`config.mk`:
```
export PLATFORM = sky130hd
export DESIGN_NAME = conf_regs
export DESIGN_NICKNAME = d
export VERILOG_FILES = /design/src/rtl/engine_pkg.sv /design/src/rtl/conf_pkg.sv /design/src/rtl/conf_regs.sv
export SDC_FILE = /design/constraint.sdc
export NUM_CORES = 1
export LEC_CHECK = 0
export BUFFER_PORTS_ARGS = -buffer_cell sky130_fd_sc_hd__clkbuf_2
export CORE_ASPECT_RATIO = 0.7
export CORE_UTILIZATION = 45
export CTS_BUF_LIST = sky130_fd_sc_hd__clkbuf_4 sky130_fd_sc_hd__clkbuf_8
export DETAILED_ROUTE_END_ITERATION = 7
export GPL_ROUTABILITY_DRIVEN = 0
export GPL_TIMING_DRIVEN = 0
export MAX_ROUTING_LAYER = met4
export PLACE_DENSITY = 0.71
export SKIP_CTS_REPAIR_TIMING = 1
export SLEW_MARGIN = 20
export SYNTH_ARGS = -nofsm -noshare
export SYNTH_HDL_FRONTEND = slang
export SYNTH_SLANG_ARGS = --single-unit
```
`constraint.sdc`:
```
create_clock -name rst -period 7.8 [get_ports rst]
set_input_delay 0.78 -clock rst [delete_from_list [all_inputs] [get_ports rst]]
set_output_delay 0.78 -clock rst [all_outputs]
set_load 0.05 [all_outputs]
```
`src/rtl/engine_pkg.sv`:
```
/*
 datapath definitions shared by all functional units
 data width, bus source and ALU opcode enums,
 data bus struct and the bus source selector
 */
package engine_pkg;

   localparam int DATA_W = 16;

   // bus sources, value is the word index on the data bus
   typedef enum logic [3:0] {
      SRC_ZERO  = 4'd0,
      SRC_ONE   = 4'd1,
      SRC_MEM0A = 4'd2,
      SRC_MEM0B = 4'd3,
      SRC_MEM1A = 4'd4,
      SRC_MEM1B = 4'd5,
      SRC_ALU0  = 4'd6,
      SRC_ALU1  = 4'd7,
      SRC_MUL0  = 4'd8
   } src_t;

   localparam int N_SRC = 9;

   typedef enum logic [2:0] {
      ALU_ADD    = 3'd0,
      ALU_SUB    = 3'd1,
      ALU_AND    = 3'd2,
      ALU_OR     = 3'd3,
      ALU_XOR    = 3'd4,
      ALU_MAX    = 3'd5,
      ALU_PASS_A = 3'd6
   } alu_op_t;

   // last member sits in the low bits, so word k is source k
   typedef struct packed {
      logic [DATA_W-1:0] mul0;
      logic [DATA_W-1:0] alu1;
      logic [DATA_W-1:0] alu0;
      logic [DATA_W-1:0] mem1b;
      logic [DATA_W-1:0] mem1a;
      logic [DATA_W-1:0] mem0b;
      logic [DATA_W-1:0] mem0a;
      logic [DATA_W-1:0] one;
      logic [DATA_W-1:0] zero;
   } data_bus_t;

   // operand pick from the bus, unused codes read as zero
   function automatic logic [DATA_W-1:0] bus_sel(data_bus_t bus, src_t src);
      logic [N_SRC-1:0][DATA_W-1:0] words;
      words = bus;
      if (int'(src) < N_SRC)
         return words[src];
      return '0;
   endfunction

endpackage

```
`src/rtl/conf_pkg.sv`:
```
/*
 configuration and host access definitions
 per-unit configuration structs, APB request and response,
 host memory access and the register map
 */
package conf_pkg;

   localparam int MEM_ADDR_W_MAX = 8;

   typedef struct packed {
      logic                      en;
      logic                      write;
      engine_pkg::src_t          src;
      logic [MEM_ADDR_W_MAX-1:0] start;
      logic [MEM_ADDR_W_MAX-1:0] incr;
      logic [9:0]                count;
      logic [3:0]                delay;
   } mem_port_conf_t;

   typedef struct packed {
      engine_pkg::alu_op_t op;
      engine_pkg::src_t    src_a;
      engine_pkg::src_t    src_b;
   } alu_conf_t;

   typedef struct packed {
      engine_pkg::src_t src_a;
      engine_pkg::src_t src_b;
   } mul_conf_t;

   // mem_port index: 0 mem0A, 1 mem0B, 2 mem1A, 3 mem1B
   typedef struct packed {
      mem_port_conf_t [3:0] mem_port;
      alu_conf_t [1:0]      alu;
      mul_conf_t            mul0;
   } engine_conf_t;

   typedef struct packed {
      logic [11:0] paddr;
      logic        psel;
      logic        penable;
      logic        pwrite;
      logic [31:0] pwdata;
   } apb_req_t;

   typedef struct packed {
      logic [31:0] prdata;
      logic        pready;
      logic        pslverr;
   } apb_rsp_t;

   typedef struct packed {
      logic                          valid;
      logic                          write;
      logic                          mem;
      logic [MEM_ADDR_W_MAX-1:0]     addr;
      logic [engine_pkg::DATA_W-1:0] data;
   } host_mem_t;

   typedef enum logic [2:0] {REG_CTRL, REG_STATUS, REG_CONF, REG_MEM, REG_NONE} reg_sel_t;

   localparam logic [11:0] CTRL_ADDR   = 12'h000;
   localparam logic [11:0] STATUS_ADDR = 12'h004;
   localparam logic [11:0] CONF_BASE   = 12'h040;
   localparam logic [11:0] CONF_END    = 12'h05C;
   localparam int          CONF_WORDS  = 8;
   localparam logic [11:0] MEM_BASE    = 12'h800;
   // memory index bit, word address right below it
   localparam int          MEM_SEL_BIT = 10;

endpackage

```
`src/rtl/conf_regs.sv`:
```
/*
 APB register block with configuration staging, the run command,
 status readback and the memory window with one wait state
 */
module conf_regs (
   input  logic                          rst,
   input  logic                          clk,
   input  conf_pkg::apb_req_t            apb_req,
   output conf_pkg::apb_rsp_t            apb_rsp,
   output conf_pkg::engine_conf_t        conf,
   output logic                          run,
   output conf_pkg::host_mem_t           host_mem,
   input  logic [engine_pkg::DATA_W-1:0] host_rdata,
   input  logic                          done
);
   import engine_pkg::*;
   import conf_pkg::*;

   typedef enum logic [1:0] {ST_IDLE, ST_WAIT, ST_RESP} rd_state_t;

   rd_state_t                        state;
   logic [CONF_WORDS-1:0][31:0]      conf_words;
   logic [CONF_WORDS*32-1:0]         conf_flat;
   reg_sel_t                         sel;
   logic                             setup;
   logic                             access;
   logic [2:0]                       word_idx;

   assign setup    = apb_req.psel && !apb_req.penable;
   assign access   = apb_req.psel && apb_req.penable;
   assign word_idx = apb_req.paddr[4:2];

   // address decode
   always_comb begin
      sel = REG_NONE;
      if (apb_req.paddr >= MEM_BASE)
         sel = REG_MEM;
      else if (apb_req.paddr == CTRL_ADDR)
         sel = REG_CTRL;
      else if (apb_req.paddr == STATUS_ADDR)
         sel = REG_STATUS;
      else if (apb_req.paddr >= CONF_BASE && apb_req.paddr <= CONF_END &&
               apb_req.paddr[1:0] == 2'b00)
         sel = REG_CONF;
   end

   // memory window read sequence
   always_ff @(posedge rst or posedge clk) begin
      if (clk) begin
         state <= ST_IDLE;
      end else begin
         case (state)
            ST_IDLE: if (setup && sel == REG_MEM && !apb_req.pwrite) state <= ST_WAIT;
            ST_WAIT: if (access) state <= ST_RESP;
            default: state <= ST_IDLE;
         endcase
      end
   end

   always_ff @(posedge rst or posedge clk) begin
      if (clk)
         conf_words <= '0;
      else if (access && apb_req.pwrite && sel == REG_CONF)
         conf_words[word_idx] <= apb_req.pwdata;
   end

   // staged copy with the low word first
   assign conf_flat = conf_words;
   assign conf      = conf_flat[$bits(engine_conf_t)-1:0];
   assign run       = access && apb_req.pwrite && sel == REG_CTRL && apb_req.pwdata[0];

   always_comb begin
      host_mem.valid = access && sel == REG_MEM && (apb_req.pwrite || state == ST_WAIT);
      host_mem.write = apb_req.pwrite;
      host_mem.mem   = apb_req.paddr[MEM_SEL_BIT];
      host_mem.addr  = apb_req.paddr[MEM_SEL_BIT-1 -: MEM_ADDR_W_MAX];
      host_mem.data  = apb_req.pwdata[DATA_W-1:0];
   end

   always_comb begin
      apb_rsp.pready  = 1'b0;
      apb_rsp.pslverr = 1'b0;
      apb_rsp.prdata  = '0;
      if (access) begin
         apb_rsp.pready  = sel != REG_MEM || apb_req.pwrite || state == ST_RESP;
         apb_rsp.pslverr = sel == REG_NONE;
      end
      case (sel)
         REG_STATUS: apb_rsp.prdata = {31'b0, done};
         REG_CONF:   apb_rsp.prdata = conf_words[word_idx];
         REG_MEM:    apb_rsp.prdata = {{(32-DATA_W){1'b0}}, host_rdata};
         default:    apb_rsp.prdata = '0;
      endcase
   end

endmodule

```
Word level (Yosys, flattened, before mapping):

Index checks and enable logic that the tools add are counted.

* output and inout bits: 236
* bits in registers: 258
* logic and storage cells: 61

* muxes and demuxes: 14
* magnitude comparators: 5
* reductions and logical operators: 23
* equal/unequal tests: 10

Operators with widths (count)
* $bwmux 256: 1
* $bmux 32 s3: 1
* $demux 32 s3: 1
* $pmux 32 s3: 1
* $mux 32: 2
* $logic_and 1x1->1: 13
* $eq 12x3->1 const B: 1
* $ge 12x12->1 const B: 1
* $ge 12x7->1 const B: 1
* $le 12x7->1 const B: 1
* $logic_not 12->1: 1
* $mux 3: 4
* $eq 3x2->1 const B: 2
* $mux 2: 3
* $logic_not 2->1: 2
* $lt 3x4->1 const B: 1
* $ne 2x2->1 const B: 2
* $pmux 2 s2: 1
* $eq 3x1->1 const B: 1
* $eq 3x3->1 const B: 1
* $ge 3x1->1 const B: 1
* $logic_not 3->1: 1
* $logic_or 1x1->1: 3
* $ne 3x2->1 const B: 1
* other kinds (4): 5

Logic depth before layout (Yosys ltp):

* depth after elaboration: 12
* gate-level depth with buffers: 7

Worst setup path before layout:

OpenSTA, ideal clock, no wires.

* path type: input port to output port
* start point: input port apb_req[39] (netlist bit)
* end point: output port run
* data required time: 7.020 ns
* arrival: 3.229 ns
* setup slack: 3.791 ns
* stages on the path: 6
* cells stage by stage: buf_2 -> buf_2 -> buf_2 -> nor3_1 -> nand3_1 -> nor4b_1

* longest elaborated chain between the ends: 10
* elaborated cells on any way between the ends: 14
* those cells by class: 3 x order compare; 1 x eq/ne; 4 x mux; 6 x reduce/logical

RTL lines
* from (decl): RTL line conf_regs.sv:8 `input conf_pkg::apb_req_t apb_req,`
* $ge 12x7->1 / $le 12x7->1 (equally long branches): RTL line conf_regs.sv:42 `else if (apb_req.paddr >= CONF_BASE && apb_req.paddr <= CONF_END &&`
* $logic_and 1x1->1 (2 in a row): RTL line conf_regs.sv:42
* $mux 3: RTL line conf_regs.sv:42
* $mux 3: RTL line conf_regs.sv:40 `else if (apb_req.paddr == STATUS_ADDR)`
* $mux 3: RTL line conf_regs.sv:38 `else if (apb_req.paddr == CTRL_ADDR)`
* $mux 3 *: RTL line conf_regs.sv:36 `if (apb_req.paddr >= MEM_BASE)`
* $logic_not 3->1 *: RTL line conf_regs.sv:70 `assign run = access && apb_req.pwrite && sel == REG_CTRL && apb_req.pwdata[0];`
* $logic_and 1x1->1 * (2 in a row): RTL line conf_regs.sv:70
* to (decl): RTL line conf_regs.sv:11 `output logic run,`

Every way passes the cells marked *; elsewhere a longest branch is shown, timed or not.

==> flow_metrics.tcl <==
set metrics [dict create \
    crit_required_ps 7020 \
    syn_inst 944 \
    die_w_um 208 \
    area_growth_pct 22.2 \
    finalWorstSetupSlack_ps 3770 \
    worstSetupPathType "in2out" \
    synth_flop_cell "dfrtp_1" \
    portBuffers 300 \
    p_sw_uw 685 \
    drive_gt1_share_pct 68.1 \
    dieArea_sq_um 30400 \
    p_clk_share_pct 43.5 \
    htreeDepth 2 \
    vias_per_cell 5.21 \
    critPathMaxFanout 10 \
    setup_violations 0 \
    worst_pin_slew_ps 1140 \
    ff2ff_setup_slack_ps 6960 \
    wirelength_mm 36.7 \
    multi_input_area_sq_um 5120 \
    slowest_delay_ps 490 \
    power_frac_seq_pct 48.7 \
    register_area_sq_um 6460 \
    ys_ff_latch 258 \
    wl_per_cell_um 21.7 \
    ys_warn_count 0 \
    final.setup.tns_ps 0 \
    synth_nets 1010 \
    skew_ps 3.00 \
    synth.distinct_cells 34 \
    grt_pass1_wl_mm 56.2 \
    start_util_pct 46.0 \
    cts_tree "done" \
    final.min_clock_period_ps 4030 \
    fin_util_pct 56.2 \
    async_reset_ff_share_pct 100 \
    ios 302 \
    rsz0062_at_grt "false" \
    p_int_uw 2070 \
    grt_max_degree 35 \
    die_h_um 146 \
    dr.pass1.iters 5 \
    arrival_ps 3250 \
    crit_chain "clkbuf_2, buf_2, buf_2, buf_2, buf_2, mux2i_1, nor2_1, clkbuf_2" \
    ys_seq_area_share_pct 48.4 \
    max-slew-margin-rel_pct 24.0 \
    rows 52 \
    postRouteAntennaNets 0 \
    clock_sinks 258 \
    coreArea_sq_um 29000 \
    dp_slack_ps 3830 \
    final.period_utilization_pct 51.6 \
    status "complete, no violations" \
    most-common-layout-cells "clkbuf_2, dfrtp_1, mux2_2" \
    fmax_ghz 0.248 \
    fill_cells 2453 \
    antenna_found_initial 1 \
    power-per-cell-area_nw_per_um2 169 \
    hold_class "in2async" \
    cp_slowest_cell "buf_2" \
    crit_family "buffers and inverters" \
    combPwrFrac_pct 7.8 \
    crit_path_frequent_cell "buf_2" \
    maxCapViolCount 0 \
    nNetsFinal 1361 \
    hold_violations 0 \
    clkSlewWorstSetupHoldPaths_ps 60 \
    startpoint_type "primary input" \
    holdWs_ps 309 \
    synth_edf_count 0 \
    power_uw 2760 \
    crit_path_end_kind "primary output" \
    grt-ovfl-total 0 \
    crit_buf_inv 6 \
    root_buffer "clkbuf_8" \
    num_vias 8847 \
    drt-initial-drc-count 415 \
    finalMaxSlewViolations 0 \
    cts_buffers 41 \
    place.detailed.hpwl_mm 26.1 \
    track_usage_pct 25.4 \
    switching_share_pct 24.9 \
    synth_area_per_cell_sq_um 14.1 \
    clkLatencyLatePin_ps 550 \
    syn_area_sq_um 13300 \
    drc 0 \
    grt_pass1_vias 9179 \
    peakVddDrop_v 0.000125 \
    p_leak_uw 0.00894 \
    clk_path_buf_depth 3 \
    final_common_cell "clkbuf_2" \
]
==> power by group through the flow <==
stage	Clock, uW	Sequential, uW	Combinational [uW]
after global routing	1280	1340	230
final	1200	1340	214
after CTS	1230	1340	217
after detailed placement	0	1370	216
after floorplan	0	1370	129
after global placement	0	1370	205
==> through the flow <==
stage | instances | area [sq um]
after floorplan | 944 | 13300
after global placement | 1622 | 15300
after detailed placement | 1630 | 15500
after CTS | 1696 | 16300
after global routing | 1697 | 16300
final | 1697 | 16300
==> cell families (layout without fill, tap and decap cells) <==
family | count (synthesis) | count (layout) | synth area share [%]
multiplexers | 352 | 352 | 34.8
AND/OR/NAND/NOR | 58 | 58 | 2.58
flip-flops | 258 | 258 | 48.4
other | 0 | 1 | 0
AO/OA/AOI/OAI | 24 | 24 | 1.00
buffers and inverters | 252 | 626 | 13.2
==> cell usage after synthesis, types with 9 or more instances <==
master / count / area, sq um
dfrtp_1: 258 / 6460
mux2_2: 213 / 2400
buf_4: 200 / 1500
mux4_2: 64 / 1440
mux2_1: 43 / 484
buf_2: 35 / 175
mux2i_1: 32 / 320
nand2_1: 21 / 78.8
nor2_1: 17 / 63.8
o21ai_0: 17 / 85.1
clkbuf_1: 9 / 33.8
==> per-layer routing <==
layer / global-route usage (%) / vias to the layer above / share of wire [%]
met5: - / - / 0
met4: 5.26 / 0 / 1.4
met3: 4.75 / 45 / 5.9
met2: 37.7 / 298 / 46
met1: 36.6 / 4613 / 47
li1: - / 3891 / -
==> registers in the layout, summed over array words and instances (netlist names) <==
signal / cells
conf: 174
conf_flat: 82
state: 2
==> area by class of cell <==
class                   count  share of cell area (%)
clock buffers              59                    4.48
inverters                   3                  0.0921
plain buffers             249                    10.7
multi-input cells         434                    31.4
flip-flops and latches    258                    39.6
diodes                      1                  0.0153
clock inverters             7                   0.583
repair buffers            308                    10.2
well taps                 378                    2.90
==> final timing paths <==
| path | start | end | depth (start not counted) |
|---|---|---|---|
| worst max-delay path | apb_req[39] | apb_rsp[18] | 8 |
| worst min-delay path | clk | conf[39] | 2 |
| worst max register to register | conf[33] | conf[33] | 1 |
| worst min register to register | state[1] | state[0] | 1 |
| max in group asynchronous | clk | conf[145] | 6 |
| min in group rst | apb_req[33] | state[0] | 2 |
(Power assumes the default switching activity.)
